--- src/m72_defs.svh ---
// Assumes one download index for ROM bytes and one for DIP bytes, key codes are PS/2 set 2
`ifndef M72_DEFS_SVH
`define M72_DEFS_SVH

// Memory channel geometry
`define M72_ADDR_W      25
`define M72_DATA_W      16
`define M72_BE_W        2

// Host download indices
`define M72_ROM_INDEX   0
`define M72_DIP_INDEX   254

// DIP switch storage
`define M72_DIP_BANKS   8
`define M72_DIP_OUT     2      // Banks handed to the board

// Keyboard scan codes
`define M72_KEY_START1  8'h16  // 1
`define M72_KEY_START2  8'h1E  // 2
`define M72_KEY_COIN1   8'h2E  // 5
`define M72_KEY_COIN2   8'h36  // 6
`define M72_KEY_PAUSE   8'h4D  // P
`define M72_KEY_UP      8'h75
`define M72_KEY_DOWN    8'h72
`define M72_KEY_LEFT    8'h6B
`define M72_KEY_RIGHT   8'h74
`define M72_KEY_A       8'h14  // Ctrl
`define M72_KEY_B       8'h11  // Alt
`define M72_KEY_X       8'h29  // Space
`define M72_KEY_Y       8'h12  // Shift

`endif
--- src/m72_pkg.sv ---
// Request structs assume a byte address and a 16-bit word with two byte enables
`include "m72_defs.svh"

package m72_pkg;

    //////////////////////////////////////////////////////////////////////
    // Plain vectors
    //////////////////////////////////////////////////////////////////////

    typedef logic [`M72_ADDR_W-1:0] mem_addr_t;   // Byte address
    typedef logic [`M72_DATA_W-1:0] mem_data_t;
    typedef logic [`M72_BE_W-1:0]   byte_en_t;
    typedef logic [10:0]            ps2_key_t;    // [10] toggle, [9] pressed, [7:0] code
    typedef logic [15:0]            joy_t;
    typedef logic [7:0]             dl_index_t;

    //////////////////////////////////////////////////////////////////////
    // Grouped signals
    //////////////////////////////////////////////////////////////////////

    // One memory channel request, held until ready
    typedef struct packed {
        mem_addr_t addr;
        mem_data_t wdata;
        byte_en_t  be;
        logic      rnw;     // 1 for read
        logic      req;     // Request level
    } mem_req_t;

    // Active low, as the board samples it
    typedef struct packed {
        logic up;
        logic down;
        logic left;
        logic right;
        logic a;
        logic b;
        logic x;
        logic y;
    } player_ctrl_t;

    typedef struct packed {
        player_ctrl_t p1;
        player_ctrl_t p2;
        logic [1:0]   coin;   // {coin2, coin1}
        logic [1:0]   start;  // {start2, start1}
    } panel_t;

    // Memory channel owner
    typedef enum logic [1:0] {
        idle,
        rom_busy,
        cpu_busy
    } arb_state_e;

endpackage

--- src/m72_io_top.sv ---
// Single clock domain on CLK_32M, the CPU port must follow the hold-until-ready rule
`timescale 1ns/1ps
`include "m72_defs.svh"

module m72_io_top (
    input  logic                        CLK_32M,
    input  logic                        rst_n,
    // Host download
    input  logic                        ioctl_download,
    input  m72_pkg::dl_index_t          ioctl_index,
    input  logic                        ioctl_wr,
    input  m72_pkg::mem_addr_t          ioctl_addr,
    input  logic [7:0]                  ioctl_dout,
    output logic                        ioctl_wait,
    // Player inputs
    input  m72_pkg::ps2_key_t           ps2_key,
    input  m72_pkg::joy_t               joystick_0,
    input  m72_pkg::joy_t               joystick_1,
    // CPU port
    input  m72_pkg::mem_req_t           cpu_req,
    output m72_pkg::mem_data_t          cpu_dout,
    output logic                        cpu_rdy,
    // Memory channel
    output m72_pkg::mem_req_t           mem,
    input  m72_pkg::mem_data_t          mem_dout,
    input  logic                        mem_rdy,
    // Board side
    output m72_pkg::panel_t             panel,
    output logic [8*`M72_DIP_OUT-1:0]   dip_sw
);

    m72_pkg::mem_req_t rom_req;
    logic              rom_rdy;
    logic              rom_active;

    assign rom_active = ioctl_download
                     && (ioctl_index == m72_pkg::dl_index_t'(`M72_ROM_INDEX));

    assign cpu_dout = mem_dout;  // Only the CPU reads

    arcade_inputs i_inputs (
        .CLK_32M     (CLK_32M),
        .rst_n       (rst_n),
        .ps2_key     (ps2_key),
        .joystick_0  (joystick_0),
        .joystick_1  (joystick_1),
        .ioctl_wr    (ioctl_wr),
        .ioctl_index (ioctl_index),
        .ioctl_addr  (ioctl_addr),
        .ioctl_dout  (ioctl_dout),
        .panel       (panel),
        .dip_sw      (dip_sw)
    );

    rom_word_packer i_packer (
        .CLK_32M     (CLK_32M),
        .rst_n       (rst_n),
        .ioctl_wr    (ioctl_wr),
        .ioctl_index (ioctl_index),
        .ioctl_addr  (ioctl_addr),
        .ioctl_dout  (ioctl_dout),
        .ioctl_wait  (ioctl_wait),
        .rom_req     (rom_req),
        .rom_rdy     (rom_rdy)
    );

    sdram_ch3_arbiter i_arbiter (
        .CLK_32M     (CLK_32M),
        .rst_n       (rst_n),
        .rom_active  (rom_active),
        .rom_req     (rom_req),
        .rom_rdy     (rom_rdy),
        .cpu_req     (cpu_req),
        .cpu_rdy     (cpu_rdy),
        .mem         (mem),
        .mem_rdy     (mem_rdy)
    );

endmodule

--- src/sdram_ch3_arbiter.sv ---
// Clients must hold each request steady until the ready pulse and drop it the cycle after
`timescale 1ns/1ps

module sdram_ch3_arbiter (
    input  logic               CLK_32M,
    input  logic               rst_n,
    input  logic               rom_active,
    input  m72_pkg::mem_req_t  rom_req,
    output logic               rom_rdy,
    input  m72_pkg::mem_req_t  cpu_req,
    output logic               cpu_rdy,
    output m72_pkg::mem_req_t  mem,
    input  logic               mem_rdy
);

    m72_pkg::arb_state_e state_q, state_d;
    logic pick_rom, pick_cpu;
    logic sel_rom, sel_cpu;

    // ROM wins during its download, CPU is locked out meanwhile
    assign pick_rom = rom_req.req && (rom_active || !cpu_req.req);
    assign pick_cpu = cpu_req.req && !rom_active;

    assign sel_rom = (state_q == m72_pkg::rom_busy) || ((state_q == m72_pkg::idle) && pick_rom);
    assign sel_cpu = (state_q == m72_pkg::cpu_busy) || ((state_q == m72_pkg::idle) && pick_cpu);

    always_comb begin
        state_d = state_q;
        case (state_q)
            m72_pkg::idle: begin
                if (pick_rom) begin
                    state_d = m72_pkg::rom_busy;
                end else if (pick_cpu) begin
                    state_d = m72_pkg::cpu_busy;
                end
            end
            m72_pkg::rom_busy, m72_pkg::cpu_busy: begin
                if (mem_rdy) begin
                    state_d = m72_pkg::idle;
                end
            end
            default: state_d = m72_pkg::idle;
        endcase
    end

    always_ff @(posedge CLK_32M or negedge rst_n) begin
        if (!rst_n) begin
            state_q <= m72_pkg::idle;
        end else begin
            state_q <= state_d;
        end
    end

    // Same-cycle pass-through of the granted client
    assign mem     = sel_rom ? rom_req : (sel_cpu ? cpu_req : '0);
    assign rom_rdy = sel_rom && mem_rdy;
    assign cpu_rdy = sel_cpu && mem_rdy;

    // Memory answers only an accepted request
    a_rdy_when_busy: assert property (
        @(posedge CLK_32M) disable iff (!rst_n)
        mem_rdy |-> (state_q != m72_pkg::idle)
    ) else $error("mem_rdy with no granted request");

    // Granted client keeps its request steady until ready
    a_grant_stable: assert property (
        @(posedge CLK_32M) disable iff (!rst_n)
        (mem.req && !mem_rdy) |=> $stable(mem)
    ) else $error("Granted request changed before ready");

endmodule

--- src/rom_word_packer.sv ---
// Expects ROM bytes in address order, even byte before odd, and no host strobe while waiting
`timescale 1ns/1ps
`include "m72_defs.svh"

module rom_word_packer (
    input  logic                CLK_32M,
    input  logic                rst_n,
    input  logic                ioctl_wr,
    input  m72_pkg::dl_index_t  ioctl_index,
    input  m72_pkg::mem_addr_t  ioctl_addr,
    input  logic [7:0]          ioctl_dout,
    output logic                ioctl_wait,
    output m72_pkg::mem_req_t   rom_req,
    input  logic                rom_rdy
);

    logic               rom_wr;
    logic [7:0]         lo_byte_q;   // Even byte awaiting its partner
    m72_pkg::mem_addr_t addr_q;
    m72_pkg::mem_data_t data_q;
    logic               pending_q;

    assign rom_wr = ioctl_wr && (ioctl_index == m72_pkg::dl_index_t'(`M72_ROM_INDEX));

    // Word assembly
    always_ff @(posedge CLK_32M) begin
        if (rom_wr && !ioctl_addr[0]) begin
            lo_byte_q <= ioctl_dout;
        end
        if (rom_wr && ioctl_addr[0]) begin
            addr_q <= {ioctl_addr[`M72_ADDR_W-1:1], 1'b0};
            data_q <= {ioctl_dout, lo_byte_q};
        end
    end

    // Write pending from odd byte until ready
    always_ff @(posedge CLK_32M or negedge rst_n) begin
        if (!rst_n) begin
            pending_q <= 1'b0;
        end else begin
            if (rom_rdy) begin
                pending_q <= 1'b0;
            end
            if (rom_wr && ioctl_addr[0]) begin
                pending_q <= 1'b1;
            end
        end
    end

    assign rom_req = '{
        addr:  addr_q,
        wdata: data_q,
        be:    {`M72_BE_W{1'b1}},
        rnw:   1'b0,
        req:   pending_q
    };

    assign ioctl_wait = pending_q;  // Host holds off while the word is in flight

    // Host must respect back-pressure across the whole memory round trip
    a_no_strobe_in_wait: assert property (
        @(posedge CLK_32M) disable iff (!rst_n)
        ioctl_wait |-> !rom_wr
    ) else $error("ROM strobe while ioctl_wait is high");

endmodule

--- src/arcade_inputs.sv ---
// Keyboard codes are PS/2 set 2, only DIP banks 0 and 1 reach the board and coin 2 is keys only
`timescale 1ns/1ps
`include "m72_defs.svh"

module arcade_inputs (
    input  logic                        CLK_32M,
    input  logic                        rst_n,
    input  m72_pkg::ps2_key_t           ps2_key,
    input  m72_pkg::joy_t               joystick_0,
    input  m72_pkg::joy_t               joystick_1,
    input  logic                        ioctl_wr,
    input  m72_pkg::dl_index_t          ioctl_index,
    input  m72_pkg::mem_addr_t          ioctl_addr,
    input  logic [7:0]                  ioctl_dout,
    output m72_pkg::panel_t             panel,
    output logic [8*`M72_DIP_OUT-1:0]   dip_sw
);

    localparam int dip_aw = $clog2(`M72_DIP_BANKS);

    //////////////////////////////////////////////////////////////////////
    // Keyboard event decoder
    //////////////////////////////////////////////////////////////////////

    logic key_tgl_q;
    logic key_event;
    logic btn_up, btn_down, btn_left, btn_right;
    logic btn_a, btn_b, btn_x, btn_y;
    logic btn_coin1, btn_coin2, btn_start1, btn_start2;
    m72_pkg::joy_t joy_any;

    assign key_event = ps2_key[10] != key_tgl_q;  // Host flips bit 10 per event

    always_ff @(posedge CLK_32M or negedge rst_n) begin
        if (!rst_n) begin
            key_tgl_q  <= 1'b0;
            btn_up     <= 1'b0;
            btn_down   <= 1'b0;
            btn_left   <= 1'b0;
            btn_right  <= 1'b0;
            btn_a      <= 1'b0;
            btn_b      <= 1'b0;
            btn_x      <= 1'b0;
            btn_y      <= 1'b0;
            btn_coin1  <= 1'b0;
            btn_coin2  <= 1'b0;
            btn_start1 <= 1'b0;
            btn_start2 <= 1'b0;
        end else begin
            key_tgl_q <= ps2_key[10];
            if (key_event) begin
                case (ps2_key[7:0])
                    `M72_KEY_UP:     btn_up     <= ps2_key[9];
                    `M72_KEY_DOWN:   btn_down   <= ps2_key[9];
                    `M72_KEY_LEFT:   btn_left   <= ps2_key[9];
                    `M72_KEY_RIGHT:  btn_right  <= ps2_key[9];
                    `M72_KEY_A:      btn_a      <= ps2_key[9];
                    `M72_KEY_B:      btn_b      <= ps2_key[9];
                    `M72_KEY_X:      btn_x      <= ps2_key[9];
                    `M72_KEY_Y:      btn_y      <= ps2_key[9];
                    `M72_KEY_COIN1:  btn_coin1  <= ps2_key[9];
                    `M72_KEY_COIN2:  btn_coin2  <= ps2_key[9];
                    `M72_KEY_START1: btn_start1 <= ps2_key[9];
                    `M72_KEY_START2: btn_start2 <= ps2_key[9];
                    `M72_KEY_PAUSE:  ;                       // No pause input on this board
                    default:         ;
                endcase
            end
        end
    end

    // Both players share the keyboard, each has its own joystick
    function automatic m72_pkg::player_ctrl_t merge_player(input m72_pkg::joy_t joy);
        m72_pkg::player_ctrl_t ctrl;
        ctrl.up    = ~(btn_up    | joy[3]);
        ctrl.down  = ~(btn_down  | joy[2]);
        ctrl.left  = ~(btn_left  | joy[1]);
        ctrl.right = ~(btn_right | joy[0]);
        ctrl.a     = ~(btn_a     | joy[4]);
        ctrl.b     = ~(btn_b     | joy[5]);
        ctrl.x     = ~(btn_x     | joy[6]);
        ctrl.y     = ~(btn_y     | joy[7]);
        return ctrl;
    endfunction

    assign joy_any = joystick_0 | joystick_1;

    assign panel.p1    = merge_player(joystick_0);
    assign panel.p2    = merge_player(joystick_1);
    assign panel.coin  = {~btn_coin2, ~(btn_coin1 | joy_any[9])};
    assign panel.start = {~(btn_start2 | joy_any[10]), ~(btn_start1 | joy_any[8])};

    //////////////////////////////////////////////////////////////////////
    // DIP switch bank
    //////////////////////////////////////////////////////////////////////

    logic [7:0] dip_mem [`M72_DIP_BANKS];
    logic       dip_wr;

    assign dip_wr = ioctl_wr
                 && (ioctl_index == m72_pkg::dl_index_t'(`M72_DIP_INDEX))
                 && (ioctl_addr < m72_pkg::mem_addr_t'(`M72_DIP_BANKS));

    always_ff @(posedge CLK_32M) begin
        if (dip_wr) begin
            dip_mem[ioctl_addr[dip_aw-1:0]] <= ioctl_dout;
        end
    end

    // Host stores switches active high
    for (genvar i = 0; i < `M72_DIP_OUT; i++) begin : g_dip_out
        assign dip_sw[8*i +: 8] = ~dip_mem[i];
    end

endmodule

--- config.mk ---
export PLATFORM = sky130hd
export DESIGN_NAME = m72_io_top
export DESIGN_NICKNAME = d
export VERILOG_FILES = /design/src/m72_pkg.sv /design/src/m72_io_top.sv /design/src/sdram_ch3_arbiter.sv /design/src/rom_word_packer.sv /design/src/arcade_inputs.sv
export VERILOG_INCLUDE_DIRS = /design/src
export SDC_FILE = /design/constraint.sdc
export NUM_CORES = 1
export LEC_CHECK = 0
export BUFFER_PORTS_ARGS = -buffer_cell sky130_fd_sc_hd__clkbuf_2
export CORE_MARGIN = 5
export CORE_UTILIZATION = 47
export CTS_CLUSTER_SIZE = 12
export DETAILED_ROUTE_END_ITERATION = 16
export GPL_ROUTABILITY_DRIVEN = 0
export HOLD_SLACK_MARGIN = 0.05
export PLACE_DENSITY = 0.95
export SYNTH_ARGS = -nofsm -noshare
export SYNTH_HDL_FRONTEND = slang
export SYNTH_SLANG_ARGS = --single-unit
--- constraint.sdc ---
create_clock -name CLK_32M -period 7.3 [get_ports CLK_32M]
set_input_delay 2.19 -clock CLK_32M [delete_from_list [all_inputs] [get_ports CLK_32M]]
set_output_delay 2.19 -clock CLK_32M [all_outputs]
set_load 0.01 [all_outputs]
==> flow_metrics.py, run 1 <==
metrics = {
    "setup_path": {
        "r2r-end": "i_inputs.btn_a",
        "rr_worst_depth": 4,
        "startpoint": "ioctl_index[0]",
        "cp_data_required_time_ns": 5.11,
        "r2r_slack_ns": 5.57,
        "r2r-start": "i_inputs.key_tgl_q",
        "cp_max_fo": 43,
        "critPathLaunchType": "input pin",
        "end_kind": "primary output",
        "critPathCapture": "mem[20]",
        "arrival_ns": 4.19,
        "path_class": "input pin to primary output",
    },
    "clocking": {
        "ctsResizeCount": 0,
        "cts_made_buffers": 9,
        "post_cts_buffers": 0,
        "cts_root_buffer": "clkbuf_8",
        "hold_buffers": 0,
        "clk_latency_ns": 0.35,
        "cts_buffer_depth": 2,
        "ctsHtreeMaxLevel": 3,
        "cts.clk_slew.worst_paths_ns": 0.09,
        "tritoncts": "yes",
        "clock-sinks": 80,
    },
    "synthesis": {
        "syn-cell-area_um2": 4099,
        "synth_area_leaders": "edfxtp_1 (47%), dfrtp_1 (9.8%), mux2i_1 (9.8%)",
        "syn_nets": 514,
        "syn_inst": 361,
        "syn_area_per_cell_um2": 11.35,
        "synth_top_cell_area_share": 0.4689,
        "ys_seq_area_frac": 0.5665,
        "synth-warning-count": 0,
        "yosys.area.top_type": "edfxtp_1",
        "synth.distinct_cells": 36,
        "ys_seq_elements": 80,
    },
    "global_routing": {
        "grt_pass1_wl_mm": 17.26,
        "grt_overflow": 0,
        "antenna_found_initial": 0,
        "track_usage": 0.2137,
        "grt_pass1_vias": 3567,
        "grt_max_degree": 45,
    },
    "placed_design": {
        "dp_slack_ns": 0.9428,
        "dpl.hpwl_mm": 9.112,
        "portBuffers": 205,
    },
    "sta": {
        "worst_slack_ns": 0.9180,
        "finalSetupViolCount": 0,
        "rsz0062_at_grt": "false",
        "finalHoldViolations": 0,
        "slew_violations": 0,
        "maxSlewHeadroom": 0.3668,
        "tightest_slew_ns": 0.9498,
        "period_share": 0.8742,
        "clock.fmax_mhz": 156.7,
        "period_needed_ns": 6.382,
        "clock_skew_ns": 0.01190,
        "finalSetupTns_ns": 0,
    },
    "layout": {
        "diodes": 0,
        "syn2layout_area_growth_pct": 27.90,
        "fin_nets": 702,
        "drive_gt1_frac": 0.4332,
    },
    "routing": {
        "wl_met3_mm": 1.061,
        "top_layer": "met4",
        "antenna_left": 0,
        "drt_iter0_markers": 214,
        "routedWlPerCell_um": 17.44,
        "viasPerCell": 5.257,
        "vias": 3480,
        "drc": 0,
        "firstDrtPassIters": 4,
        "route.met2.wl_mm": 6.106,
        "wl_met1_mm": 4.063,
        "wl_mm": 11.55,
    },
    "power_and_ir_drop": {
        "p_per_area_nw_per_um2": 226.3,
        "ir_drop_mv": 0.1443,
        "power_leakage_uw": 0.002785,
    },
    "floorplan": {
        "rows": 34,
        "die_w_um": 103.4,
        "coreArea_um2": 8593,
        "die_h_um": 103.4,
        "ios": 249,
        "start_util": 0.4770,
        "die_area_um2": 10690,
    },
    "hold_path": {
        "hold_class": "flip-flop to flip-flop",
    },
    "outcome": {
        "status": "complete, no violations",
    },
    "flow_run": {
        "cap_violations": 0,
    },
}
critical path, cell delays in order:
cell	delay (ns)
clkbuf_2	0.11
nor4_1	0.64
a31oi_4	0.46
or2_2	0.45
and3_1	0.18
clkbuf_2	0.12
cells in the mapped netlist:
| master | number |
|---|---|
| nor2_1 | 20 |
| nor4_1 | 8 |
| nor4bb_1 | 1 |
| a21oi_1 | 4 |
| nor2b_1 | 4 |
| nor4b_1 | 1 |
| buf_6 | 1 |
| a41o_1 | 1 |
| o22a_1 | 1 |
| clkbuf_1 | 9 |
| nor3b_1 | 3 |
| mux2i_1 | 40 |
| and2_1 | 2 |
| and3b_1 | 1 |
| ha_1 | 3 |
| and3_1 | 6 |
| xnor2_1 | 1 |
| xor2_1 | 1 |
| or4_1 | 1 |
| nand4_1 | 5 |
| o21ai_0 | 44 |
| a31oi_1 | 2 |
| or4_4 | 1 |
| edfxtp_1 | 64 |
| nand2b_1 | 4 |
| dfrtp_1 | 16 |
| o31ai_2 | 1 |
| nand2_1 | 8 |
| buf_4 | 16 |
| nor3_1 | 6 |
| mux2_2 | 12 |
| or2_2 | 1 |
| nand3_1 | 9 |
| inv_1 | 60 |
| buf_12 | 3 |
| buf_8 | 1 |
stage by stage:
| step | power [uW] | area (um^2) | util | hold slack (ns) | std cells |
|---|---|---|---|---|---|
| finish | 1187 | 5243 | 0.6101 | 0.4204 | 662 |
| global route | 1256 | 5243 | 0.6101 | 0.4332 | 662 |
| CTS | 1198 | 5243 | 0.6101 | 0.4257 | 662 |
| detailed placement | 898.7 | 5066 | 0.5895 | 0.4045 | 646 |
| global placement | 874.6 | 5066 | 0.5895 | 0.4010 | 646 |
| floorplan | 749.9 | 4099 | - | 0.4003 | 361 |
logic make-up (layout without fill, tap and decap cells):
kind of cell    after synthesis  in the layout  share of synthesized area
buf+inv                      90            283                     0.1136
xor+xnor                      2              2                   0.004274
flops                        80             80                     0.5665
fa+ha+maj                     3              3                   0.009158
simple gates                 81             81                     0.1065
compound gates               53             53                    0.06929
mux                          52             52                     0.1306
where the power goes:
| group | internal, uW | switching, uW | total (uW) | leakage, uW |
|---|---|---|---|---|
| combinational | 154 | 225 | 380 | 0.00190 |
| clock | 127 | 175 | 302 | 0.0000920 |
| sequential | 499 | 5.74 | 505 | 0.000792 |
| total | 780 | 406 | 1190 | 0.00279 |
final cells by class:
class | count | area, um^2
sequential | 80 | 2322
fill | 707 | 3351
multi-input combinational | 191 | 1343
inverter | 60 | 225.2
tap | 108 | 135.1
clock inverter | 7 | 52.55
timing repair buffer | 207 | 1041
clock buffer | 9 | 123.9
cell usage in the layout (no fill, tap or decap), types with 6 or more instances in the layout:
cell type    n
dfrtp_1     16
nor4_1       8
nor2_1      20
nand2_1      8
mux2i_1     40
clkbuf_8     9
nor3_1       6
nand3_1      9
edfxtp_1    64
o21ai_0     44
clkbuf_2   205
inv_1       60
mux2_2      12
layer usage:
metal	vias to the layer above	global-route usage
met1	1630	0.2454
met5	-	0
met3	38	0.05634
met2	190	0.3809
met4	0	0.07968
li1	1622	-
state kept, by name (all words and copies together), names as in the netlist, 2 cells and up:
register / flops
i_packer.addr_q: 24
i_inputs.dip_mem: 16
i_packer.data_q: 16
i_arbiter.state_q: 2
i_packer.lo_byte_q: 8
worst min-delay path by stage:
stage | start | to | slack (ns) | cells after the start
6_report | i_packer.lo_byte_q[4] | i_packer.data_q[4] | 0.42 | 0
5_1_grt | i_packer.lo_byte_q[4] | i_packer.data_q[4] | 0.43 | 0
4_1_cts | i_packer.lo_byte_q[4] | i_packer.data_q[4] | 0.43 | 0
3_5_place_dp | i_packer.lo_byte_q[3] | i_packer.data_q[3] | 0.40 | 0
3_3_place_gp | i_packer.lo_byte_q[5] | i_packer.data_q[5] | 0.40 | 0
2_1_floorplan | i_packer.lo_byte_q[0] | i_packer.data_q[0] | 0.40 | 0
(Power assumes the default switching activity.)
==> run 2: changes to the inputs <==
--- a/config.mk
+++ b/config.mk
@@ -7,13 +7,13 @@
 export NUM_CORES = 1
 export LEC_CHECK = 0
 export BUFFER_PORTS_ARGS = -buffer_cell sky130_fd_sc_hd__clkbuf_2
-export CORE_MARGIN = 5
-export CORE_UTILIZATION = 47
+export CORE_AREA = 2 2 97 99
 export CTS_CLUSTER_SIZE = 12
 export DETAILED_ROUTE_END_ITERATION = 16
+export DIE_AREA = 0 0 99 101
 export GPL_ROUTABILITY_DRIVEN = 0
 export HOLD_SLACK_MARGIN = 0.05
-export PLACE_DENSITY = 0.95
+export PLACE_DENSITY = 0.93
 export SYNTH_ARGS = -nofsm -noshare
 export SYNTH_HDL_FRONTEND = slang
 export SYNTH_SLANG_ARGS = --single-unit
==> flow_metrics.py, run 2 (same netlist as run 1, synthesis figures left out) <==
metrics = {
    "setup_path": {
        "path_class": "input pin to primary output",
        "critPathLaunchType": "input pin",
        "critPathBufInv": 3,
        "cpLargestDelayFamily": "compound AO/OA/AOI/OAI gates",
        "crit_top_cell": "clkbuf_2",
        "cp_data_required_time_ns": 5.11,
        "critPathMaxStageDelay_ns": 0.58,
        "cp_slowest_cell": "or4_1",
        "end_kind": "primary output",
        "arrival_ns": 4.45,
        "cp_max_fo": 25,
        "crit_chain": "clkbuf_2 -> or4_1 -> o31ai_2 -> a31oi_4 -> buf_4 -> mux2i_1 -> clkbuf_2",
    },
    "placed_design": {
        "dp_cells": 650,
        "post_dp_cell_area_um2": 5077,
        "dpl.hpwl_mm": 8.376,
        "portBuffers": 205,
    },
    "flow_run": {
        "cap_violations": 0,
    },
    "layout": {
        "register_area_um2": 2322,
        "multi_input_area_um2": 1343,
        "syn2layout_area_growth_pct": 29.55,
        "final_common_cell": "clkbuf_2",
        "layout_common_cells": "clkbuf_2 (205), edfxtp_1 (64), inv_1 (60)",
        "fin_cells": 666,
        "postLayoutCellArea_um2": 5310,
        "drive_gt1_frac": 0.4360,
        "fillers": 711,
        "largest_reg_flops": 24,
        "diodes": 0,
        "fin_nets": 703,
        "regMostFlops": "i_packer.addr_q",
    },
    "clocking": {
        "cts_made_buffers": 9,
        "tritoncts": "yes",
        "ctsResizeCount": 0,
        "cts_buffer_depth": 2,
        "cts_root_buffer": "clkbuf_8",
        "clock-sinks": 80,
        "clk_latency_ns": 0.34,
        "ctsHtreeMaxLevel": 3,
        "cts.clk_slew.worst_paths_ns": 0.09,
        "hold_buffers": 0,
        "post_cts_buffers": 0,
    },
    "global_routing": {
        "grt_overflow": 0,
        "antenna_found_initial": 0,
        "grt_max_degree": 44,
        "track_usage": 0.2100,
        "grt_pass1_wl_mm": 16.08,
        "grt_pass1_vias": 3254,
    },
    "routing": {
        "routedWlPerCell_um": 16.04,
        "antenna_left": 0,
        "firstDrtPassIters": 4,
        "viasPerCell": 5.105,
        "drt_iter0_markers": 128,
        "vias": 3400,
        "drc": 0,
        "wl_mm": 10.69,
    },
    "floorplan": {
        "die_w_um": 99,
        "die_area_um2": 9999,
        "ios": 249,
        "coreArea_um2": 8977,
        "die_h_um": 101,
        "rows": 35,
        "start_util": 0.4566,
    },
    "sta": {
        "slew_violations": 0,
        "period_share": 0.9095,
        "finalSetupTns_ns": 0,
        "finalSetupViolCount": 0,
        "period_needed_ns": 6.640,
        "finalHoldViolations": 0,
        "clock_skew_ns": 0.01044,
        "rsz0062_at_grt": "false",
        "clock.fmax_mhz": 150.6,
        "maxSlewHeadroom": 0.2767,
        "tightest_slew_ns": 1.085,
    },
    "power_and_ir_drop": {
        "p_per_area_nw_per_um2": 237.6,
        "power_leakage_uw": 0.002816,
        "ir_drop_mv": 0.1806,
    },
    "hold_path": {
        "hold_class": "flip-flop to flip-flop",
    },
    "outcome": {
        "status": "complete, no violations",
    },
}
run 2: cell type report:
type / count / area share
inverters: 60 / 0.04241
repair buffers: 208 / 0.1975
clock inverters: 7 / 0.02050
flip-flops and latches: 80 / 0.4373
clock buffers: 9 / 0.02333
multi-input cells: 191 / 0.2528
well taps: 111 / 0.02615
run 2: worst paths after layout:
check / from / end / slack [ns] / depth (start not counted)
hold reg to reg: i_packer.lo_byte_q[3] / i_packer.data_q[3] / 0.43 / 0
min in group asynchronous: rst_n / i_arbiter.state_q[1] / 1.76 / 1
setup / recovery: ioctl_index[0] / mem[16] / 0.66 / 7
hold / removal: i_packer.lo_byte_q[3] / i_packer.data_q[3] / 0.43 / 0
setup reg to reg: i_arbiter.state_q[0] / i_packer.ioctl_wait / 5.39 / 4
max in group asynchronous: rst_n / i_packer.ioctl_wait / 5.25 / 1
run 2: through the flow:
step | setup slack [ns] | util | total power [uW] | hold WS [ns]
after floorplan | 1.474 | - | 749.9 | 0.4003
after global placement | 0.7522 | 0.5656 | 875.4 | 0.4022
after detailed placement | 0.6506 | 0.5656 | 895.2 | 0.4052
after CTS | 0.6403 | 0.5915 | 1276 | 0.4259
after global routing | 0.5589 | 0.5915 | 1327 | 0.4374
final | 0.6605 | 0.5915 | 1262 | 0.4285
run 2: metal layers:
metal	vias to the layer above	share of wire	wire (um)	GRT usage
met1	1607	0.38	4084	0.2406
met3	20	0.068	728	0.05409
met2	155	0.54	5723	0.3825
li1	1618	-	-	-
met4	0	0.014	148	0.06849
met5	-	0	0	0
run 2: power by group:
group | internal, uW | total (uW) | leakage (uW) | switching (uW)
clock network | 201 | 379 | 0.000118 | 178
registers | 499 | 505 | 0.000792 | 5.66
logic | 155 | 378 | 0.00191 | 223
